**src/verilog/l2_cache_pkg.sv**
```systemverilog
`default_nettype none

package l2_cache_pkg;

	////////////////////////////////////////
	// geometry
	////////////////////////////////////////

	localparam int ADDR_W   = 32;  // byte address.
	localparam int LINE_W   = 256; // one 32-byte line.
	localparam int NUM_WAYS = 2;

	////////////////////////////////////////
	// payloads
	////////////////////////////////////////

	typedef logic [ADDR_W-1:0] addr_t;
	typedef logic [LINE_W-1:0] line_t;

endpackage : l2_cache_pkg

`default_nettype wire

```
**src/verilog/pmem_pkg.sv**
```systemverilog
`default_nettype none

package pmem_pkg;

	localparam int CREDIT_W = 2; // holds up to 3 credits.

	// source of the pmem address.
	typedef enum logic [1:0] {
		mem_addr = 2'b00, // fill of the requested line.
		way0_wb  = 2'b01, // victim in way 0.
		way1_wb  = 2'b10  // victim in way 1.
	} pmem_addr_sel_e;

endpackage : pmem_pkg

`default_nettype wire
```
**src/verilog/cache_ctrl_if.sv**
```systemverilog
`timescale 1ns/1ps
`default_nettype none

interface cache_ctrl_if;
	import l2_cache_pkg::*;
	import pmem_pkg::*;

	// strobes from control.
	logic [NUM_WAYS-1:0] load_data;
	logic [NUM_WAYS-1:0] load_tag;
	logic [NUM_WAYS-1:0] set_valid;
	logic [NUM_WAYS-1:0] set_dirty;
	logic [NUM_WAYS-1:0] clear_dirty;
	logic                load_lru;
	logic                read_data;
	logic                wdata_from_cpu; // line source for a data write.
	pmem_addr_sel_e      pmem_sel;

	// status from the datapath.
	logic hit;
	logic way0_hit;
	logic victim_dirty;
	logic lru_out; // way to evict next.

	modport ctrl (
		output load_data, load_tag, set_valid, set_dirty, clear_dirty,
		output load_lru, read_data, wdata_from_cpu, pmem_sel,
		input  hit, way0_hit, victim_dirty, lru_out
	);

	modport dp (
		input  load_data, load_tag, set_valid, set_dirty, clear_dirty,
		input  load_lru, read_data, wdata_from_cpu, pmem_sel,
		output hit, way0_hit, victim_dirty, lru_out
	);

endinterface : cache_ctrl_if

`default_nettype wire

```
**src/verilog/l2_cache_control.sv**
```systemverilog
`timescale 1ns/1ps
`default_nettype none

module l2_cache_control #(
	parameter int PMEM_CREDITS = 1
) (
	input  wire logic  clk,
	input  wire logic  arst_n,
	input  wire logic  mem_read,
	input  wire logic  mem_write,
	output logic       mem_resp,
	output logic       pmem_read,
	output logic       pmem_write,
	input  wire logic  pmem_resp,
	input  wire logic  pmem_credit,
	cache_ctrl_if.ctrl cif
);
	import pmem_pkg::*;

	typedef enum logic [2:0] {
		st_idle,
		st_compare,
		st_writeback,
		st_fill,
		st_done
	} state_e;

	state_e              state;
	state_e              state_next;
	logic [CREDIT_W-1:0] credits;
	logic                issued; // request out, waiting for pmem_resp.
	logic                can_issue;
	logic                issue;
	logic                hit_way;
	logic                victim;

	assign can_issue = !issued && (credits != '0);
	assign issue     = pmem_read | pmem_write;
	assign hit_way   = ~cif.way0_hit;
	assign victim    = cif.lru_out;

	always_ff @(posedge clk or negedge arst_n) begin
		if (!arst_n) begin
			state   <= st_idle;
			issued  <= 1'b0;
			credits <= CREDIT_W'(PMEM_CREDITS);
		end else begin
			state <= state_next;
			if (issue) begin
				issued <= 1'b1;
			end else if (pmem_resp) begin
				issued <= 1'b0;
			end
			unique case ({pmem_credit, issue})
				2'b10:   credits <= credits + CREDIT_W'(1);
				2'b01:   credits <= credits - CREDIT_W'(1);
				default: credits <= credits;
			endcase
		end
	end

	////////////////////////////////////////
	// next state and strobes
	////////////////////////////////////////

	always_comb begin
		state_next         = state;
		mem_resp           = 1'b0;
		pmem_read          = 1'b0;
		pmem_write         = 1'b0;
		cif.load_data      = '0;
		cif.load_tag       = '0;
		cif.set_valid      = '0;
		cif.set_dirty      = '0;
		cif.clear_dirty    = '0;
		cif.load_lru       = 1'b0;
		cif.read_data      = 1'b0;
		cif.wdata_from_cpu = 1'b0;
		cif.pmem_sel       = mem_addr;

		unique case (state)
			st_idle: begin
				if (mem_read || mem_write) begin
					cif.read_data = 1'b1; // arrays valid in compare.
					state_next    = st_compare;
				end
			end
			st_compare: begin
				if (cif.hit) begin
					cif.load_lru = 1'b1;
					if (mem_write) begin
						cif.wdata_from_cpu     = 1'b1;
						cif.load_data[hit_way] = 1'b1;
						cif.set_dirty[hit_way] = 1'b1;
					end
					state_next = st_done;
				end else begin
					state_next = cif.victim_dirty ? st_writeback : st_fill;
				end
			end
			st_writeback: begin
				cif.pmem_sel = victim ? way1_wb : way0_wb;
				pmem_write   = can_issue;
				if (issued && pmem_resp) begin
					state_next = st_fill;
				end
			end
			st_fill: begin
				pmem_read = can_issue;
				if (issued && pmem_resp) begin
					cif.wdata_from_cpu      = mem_write;
					cif.load_data[victim]   = 1'b1;
					cif.load_tag[victim]    = 1'b1;
					cif.set_valid[victim]   = 1'b1;
					cif.set_dirty[victim]   = mem_write;
					cif.clear_dirty[victim] = !mem_write;
					cif.load_lru            = 1'b1;
					cif.read_data           = 1'b1; // new line hits in done.
					state_next              = st_done;
				end
			end
			st_done: begin
				mem_resp   = 1'b1;
				state_next = st_idle;
			end
			default: state_next = st_idle;
		endcase
	end

	a_credit_on_issue: assert property (@(posedge clk) disable iff (!arst_n)
		(pmem_read || pmem_write) |-> (credits != '0))
		else $error("l2_cache_control: pmem request with no credit");

	// memory never returns more credits than it was given.
	a_credit_bound: assert property (@(posedge clk) disable iff (!arst_n)
		credits <= CREDIT_W'(PMEM_CREDITS))
		else $error("l2_cache_control: credit count above limit");

endmodule : l2_cache_control

`default_nettype wire

```
**src/flat_wrapper.sv**
```systemverilog
// flat-port wrapper written by rule: the top's interface ports become plain ports
module l2_cache_control_flat import pmem_pkg::*;
#(
	parameter int PMEM_CREDITS = 1
)
  (clk, arst_n, mem_read, mem_write, mem_resp, pmem_read, pmem_write, pmem_resp, pmem_credit, cif_load_data, cif_load_tag, cif_set_valid, cif_set_dirty, cif_clear_dirty, cif_load_lru, cif_read_data, cif_wdata_from_cpu, cif_pmem_sel, cif_hit, cif_way0_hit, cif_victim_dirty, cif_lru_out);
  cache_ctrl_if cif_i ();
  input  wire logic clk;
  input  wire logic arst_n;
  input  wire logic mem_read;
  input  wire logic mem_write;
  output logic mem_resp;
  output logic pmem_read;
  output logic pmem_write;
  input  wire logic pmem_resp;
  input  wire logic pmem_credit;
  output wire logic [$bits(cif_i.load_data)-1:0] cif_load_data;
  output wire logic [$bits(cif_i.load_tag)-1:0] cif_load_tag;
  output wire logic [$bits(cif_i.set_valid)-1:0] cif_set_valid;
  output wire logic [$bits(cif_i.set_dirty)-1:0] cif_set_dirty;
  output wire logic [$bits(cif_i.clear_dirty)-1:0] cif_clear_dirty;
  output wire logic [$bits(cif_i.load_lru)-1:0] cif_load_lru;
  output wire logic [$bits(cif_i.read_data)-1:0] cif_read_data;
  output wire logic [$bits(cif_i.wdata_from_cpu)-1:0] cif_wdata_from_cpu;
  output wire logic [$bits(cif_i.pmem_sel)-1:0] cif_pmem_sel;
  input wire logic [$bits(cif_i.hit)-1:0] cif_hit;
  input wire logic [$bits(cif_i.way0_hit)-1:0] cif_way0_hit;
  input wire logic [$bits(cif_i.victim_dirty)-1:0] cif_victim_dirty;
  input wire logic [$bits(cif_i.lru_out)-1:0] cif_lru_out;
  assign cif_load_data = cif_i.load_data;
  assign cif_load_tag = cif_i.load_tag;
  assign cif_set_valid = cif_i.set_valid;
  assign cif_set_dirty = cif_i.set_dirty;
  assign cif_clear_dirty = cif_i.clear_dirty;
  assign cif_load_lru = cif_i.load_lru;
  assign cif_read_data = cif_i.read_data;
  assign cif_wdata_from_cpu = cif_i.wdata_from_cpu;
  assign cif_pmem_sel = cif_i.pmem_sel;
  assign cif_i.hit = cif_hit;
  assign cif_i.way0_hit = cif_way0_hit;
  assign cif_i.victim_dirty = cif_victim_dirty;
  assign cif_i.lru_out = cif_lru_out;
  l2_cache_control #(.PMEM_CREDITS(PMEM_CREDITS)) u_core (.clk(clk), .arst_n(arst_n), .mem_read(mem_read), .mem_write(mem_write), .mem_resp(mem_resp), .pmem_read(pmem_read), .pmem_write(pmem_write), .pmem_resp(pmem_resp), .pmem_credit(pmem_credit), .cif(cif_i));
endmodule
```
**config.mk**
```make
export PLATFORM = sky130hd
export DESIGN_NAME = l2_cache_control_flat
export DESIGN_NICKNAME = d
export VERILOG_FILES = /design/src/verilog/l2_cache_pkg.sv /design/src/verilog/pmem_pkg.sv /design/src/verilog/cache_ctrl_if.sv /design/src/verilog/l2_cache_control.sv /design/src/flat_wrapper.sv
export SDC_FILE = /design/constraint.sdc
export NUM_CORES = 1
export LEC_CHECK = 0
export BUFFER_PORTS_ARGS = -buffer_cell sky130_fd_sc_hd__buf_2
export CAP_MARGIN = 20
export CORE_AREA = 2 2 39 41
export CTS_CLUSTER_SIZE = 16
export DETAILED_ROUTE_END_ITERATION = 7
export DIE_AREA = 0 0 41 43
export PLACE_DENSITY_LB_ADDON = 0.2
export SLEW_MARGIN = 10
export SYNTH_ARGS = -nofsm -noshare
export SYNTH_HDL_FRONTEND = slang
export SYNTH_SLANG_ARGS = --single-unit
```
**constraint.sdc**
```tcl
create_clock -name clk -period 2.3 [get_ports clk]
set_input_delay 0.115 -clock clk [delete_from_list [all_inputs] [get_ports clk]]
set_output_delay 0.115 -clock clk [all_outputs]
set_load 0.01 [all_outputs]
```
==> run summary <==
After routing the design area is 652 µm². The peak supply drop came out at 0.582 mV. The run gives 18 as the pin count of the biggest net entering global routing. Excluding fillers, the count of instances in the completed layout stands at 104.

The critical path class was register to output port. The share of layout cells above drive strength 1 is 40.9%. The root buffer cell chosen for the clock tree is sky130_fd_sc_hd__clkbuf_4. The first-iteration detailed-routing DRC count is 1. The critical path required time was 2180 ps. The synthesis-to-finish area growth is 33.6%.

Clock tree synthesis found a total of 6 sinks. The initial antenna violation count is 0. The total negative slack is 0 ps, and the total number of vias is 481. Setup repair after global routing left no endpoint under its margin. The aggregate global routing overflow is 0, and the fraction of the yosys area taken by sequential cells is 31.0%. For the total routing resource utilization after global routing, the log shows 15.5%. Yosys attributes the largest share of cell area to sky130_fd_sc_hd__dfrtp_1 26%, sky130_fd_sc_hd__nor3b_1 7.7%, sky130_fd_sc_hd__nor2_1 6.2%. The total count of max-transition violations in the final report is 0.

The run gives 842 µm as the total half-perimeter wirelength after legalization and detailed placement. The worst setup path is launched from a register. The logs give 0.557 GHz for the fmax and 0.355 nW for the static leakage.

Walking the worst path, the cells encountered are nand2b_4, or4b_4, a21oi_2, buf_2. The worst path needs 1790 ps of the cycle, external delays included. The worst min-delay path class is input port to register. The tools report the final cell utilization of the core as 47.1%.

The run gives 1030 µm as the detailed-route wire length. TritonCTS created 3 clock buffers. The final routed DRC violation total is 0, and the portion of synthesized cell area occupied by the leading cell type is 25.6%. Setup violations remaining at the end of the flow were counted as 0. Measured along the y axis, the die boundary spans 43 µm. The placement-stage cell area is 616 µm², and the number of H-tree levels is 1.

In this run the power density over the cells is 1100 mW/mm². The first global-routing pass estimated 1730 µm of wire. Along the worst path, the maximum fanout reaches 8. The row count is 14, and the cell total after placement is 99.

The later pin in the worst-skew pair is clocked with a latency of 240 ps. The routability congestion estimate was 0.743. The mean routed wirelength per cell came out at 9.89 µm. Summed over all instances, the cell type with the most area after synthesis is sky130_fd_sc_hd__dfrtp_1. The repair_antennas step left the layout with diodes totalling 0. The initial utilization of the core area, before any placement, comes to 35.3%. After the last flow step, the layout net total stands at 100. The x dimension of the die is 41 µm, and the area of the die is 0.00176 mm². The clock transition time at the flip-flop clock pins of the worst setup and hold paths works out to 50 ps. The netlist uses 28 different library cells. The top-level I/O count is 28.

Synthesis produced a netlist with a net count of 71. The logs give 488 µm² for the total standard cell area after synthesis and 0.00138 mm² for the placeable core region. The cell count after synthesis came out at 60. The number of global-route vias before repair was 396; the number of vias per cell was 4.63.

For the data arrival time at the worst-slack endpoint, the log shows 1680 ps. Headroom to the max-slew limit came out at 71.7%. The pre-antenna-repair detailed-routing pass consisted of 3 iterations. The tools report the nature of the critical path endpoint as an output port. The mean cell area of the mapped netlist is 8.13 µm². The run finished with clean final reports.

Across the run, the number of max-cap violations was 0. The flip-flop and latch count after synthesis came out at 6. Final count of hold timing violations: 0. At the pin with the least slew margin, the transition time is 424 ps. Yosys printed 0 warnings. In this run the remaining antenna-violating nets after routing total 0.

Across the routed clock network, the largest skew measured is 6.12 ps. TritonCTS built the clock tree. During placement, the flow inserted port buffers numbering 27. Largest incremental delay on the critical path: 550 ps. Dividing the final minimum period by the clock period gives 78.0%.

The largest individual stage delay along the critical path comes from the cell sky130_fd_sc_hd__or4b_4. The clock passes through at most 2 buffers.
==> through the flow <==
step                      hold slack [ps]  total power, mW  setup WS [ps]
after global routing                  162            0.817            330
after detailed placement            -58.4            0.622            529
after CTS                             130            0.735            475
final                                 137            0.719            506
after floorplan                      -181            0.526            623
after global placement              -55.8            0.620            561
==> timing repair <==
action / 4_1_cts / 5_1_grt
endpoints found under the hold margin: 6 / 0
hold buffers: 1 / 0
setup buffers: 0 / 0
gates resized for setup: 0 / 0
setup endpoints to repair: 0 / 0
==> cells in the mapped netlist, drive strengths merged <==
| cell | count |
|---|---|
| nor2 | 8 |
| inv | 6 |
| dfrtp | 5 |
| nor3b | 5 |
| a21oi | 4 |
| buf | 4 |
| nand2 | 3 |
| nand2b | 3 |
| o21ai | 3 |
| or3 | 3 |
| nand3b | 2 |
| xnor2 | 2 |
| a31oi | 1 |
| and2 | 1 |
| and4b | 1 |
| dfstp | 1 |
| ha | 1 |
| nand3 | 1 |
| nand4 | 1 |
| nor2b | 1 |
| nor3 | 1 |
| o221ai | 1 |
| or4b | 1 |
| xor2 | 1 |
==> path summary, 6_finish.rpt <==
check,from,endpoint,slack (ps),cells past startpoint
worst min register to register,u_core.credits[1]$_DFFE_PN0P_,u_core.credits[1]$_DFFE_PN0P_,460,1
worst max-delay path,u_core.state[2]$_DFFE_PN0P_,cif_set_dirty[0],510,4
min in group asynchronous,arst_n,u_core.state[0]$_DFFE_PN0P_,210,2
worst min-delay path,pmem_resp,u_core.issued$_DFFE_PN0P_,140,2
worst max register to register,u_core.state[2]$_DFFE_PN0P_,u_core.credits[1]$_DFFE_PN0P_,530,6
max in group asynchronous,arst_n,u_core.credits[0]$_DFFE_PN1P_,1860,2
==> power breakdown <==
part / total [mW] / switching, mW / internal, mW
Sequential: 0.263 / 0.0971 / 0.166
Combinational: 0.353 / 0.169 / 0.185
Clock: 0.103 / 0.0371 / 0.0656
==> cells in the final DEF, fill, tap and decap left out <==
cell type,instances
sky130_fd_sc_hd__a21oi_2,1
sky130_fd_sc_hd__dlygate4sd3_1,1
sky130_fd_sc_hd__clkbuf_1,1
sky130_fd_sc_hd__nand2b_1,2
sky130_fd_sc_hd__inv_1,6
sky130_fd_sc_hd__or4b_4,1
sky130_fd_sc_hd__or3_2,1
sky130_fd_sc_hd__o221ai_1,1
sky130_fd_sc_hd__nand2_1,3
sky130_fd_sc_hd__nor2b_1,1
sky130_fd_sc_hd__and2_1,1
sky130_fd_sc_hd__nand2b_4,1
sky130_fd_sc_hd__nand4_1,1
sky130_fd_sc_hd__xor2_1,1
sky130_fd_sc_hd__dfrtp_1,5
sky130_fd_sc_hd__nor3_1,1
sky130_fd_sc_hd__a31oi_1,1
sky130_fd_sc_hd__buf_2,27
sky130_fd_sc_hd__dfstp_2,1
sky130_fd_sc_hd__nor2_1,8
sky130_fd_sc_hd__o21ai_0,3
sky130_fd_sc_hd__or3_1,2
sky130_fd_sc_hd__a21oi_1,3
sky130_fd_sc_hd__clkbuf_4,3
sky130_fd_sc_hd__nand3_1,1
sky130_fd_sc_hd__xnor2_1,2
sky130_fd_sc_hd__and4b_2,1
sky130_fd_sc_hd__ha_1,1
sky130_fd_sc_hd__nor3b_1,5
sky130_fd_sc_hd__nand3b_1,2
==> kinds of logic after synthesis <==
family	count (synthesis)	share of synthesized area, %
adders and majority gates	1	2.56
buffers and inverters	10	10.3
and+or+nand+nor	31	39.7
DFF	6	31.0
AOI/OAI and AO/OA	9	11.0
xor gates and xnor gates	3	5.39
==> critical path, delay by kind of cell (launching register included) <==
family,cells,cell delay [ps]
flops,1,440
compound gates,1,120
simple gates,2,730
buf+inv,1,140
==> area by class of cell <==
class / instances / area [µm²]
fillers: 153 / 732
flip-flops and latches: 6 / 151
clock buffers: 4 / 26.3
multi-input cells: 44 / 287
well taps: 16 / 20.0
inverters: 6 / 22.5
repair buffers: 28 / 145
==> registers in the layout, indices dropped and copies added, names as in the netlist <==
name            cells
u_core.credits      2
u_core.issued       1
u_core.state        3
==> routing by layer <==
layer,track usage [%],vias up,part of all wire (%)
met5,0,-,0
li1,-,260,-
met4,14.0,0,1.1
met1,21.9,198,47
met2,17.8,21,43
met3,4.71,2,8.9
Note: power is estimated with default switching activity, not from simulation.
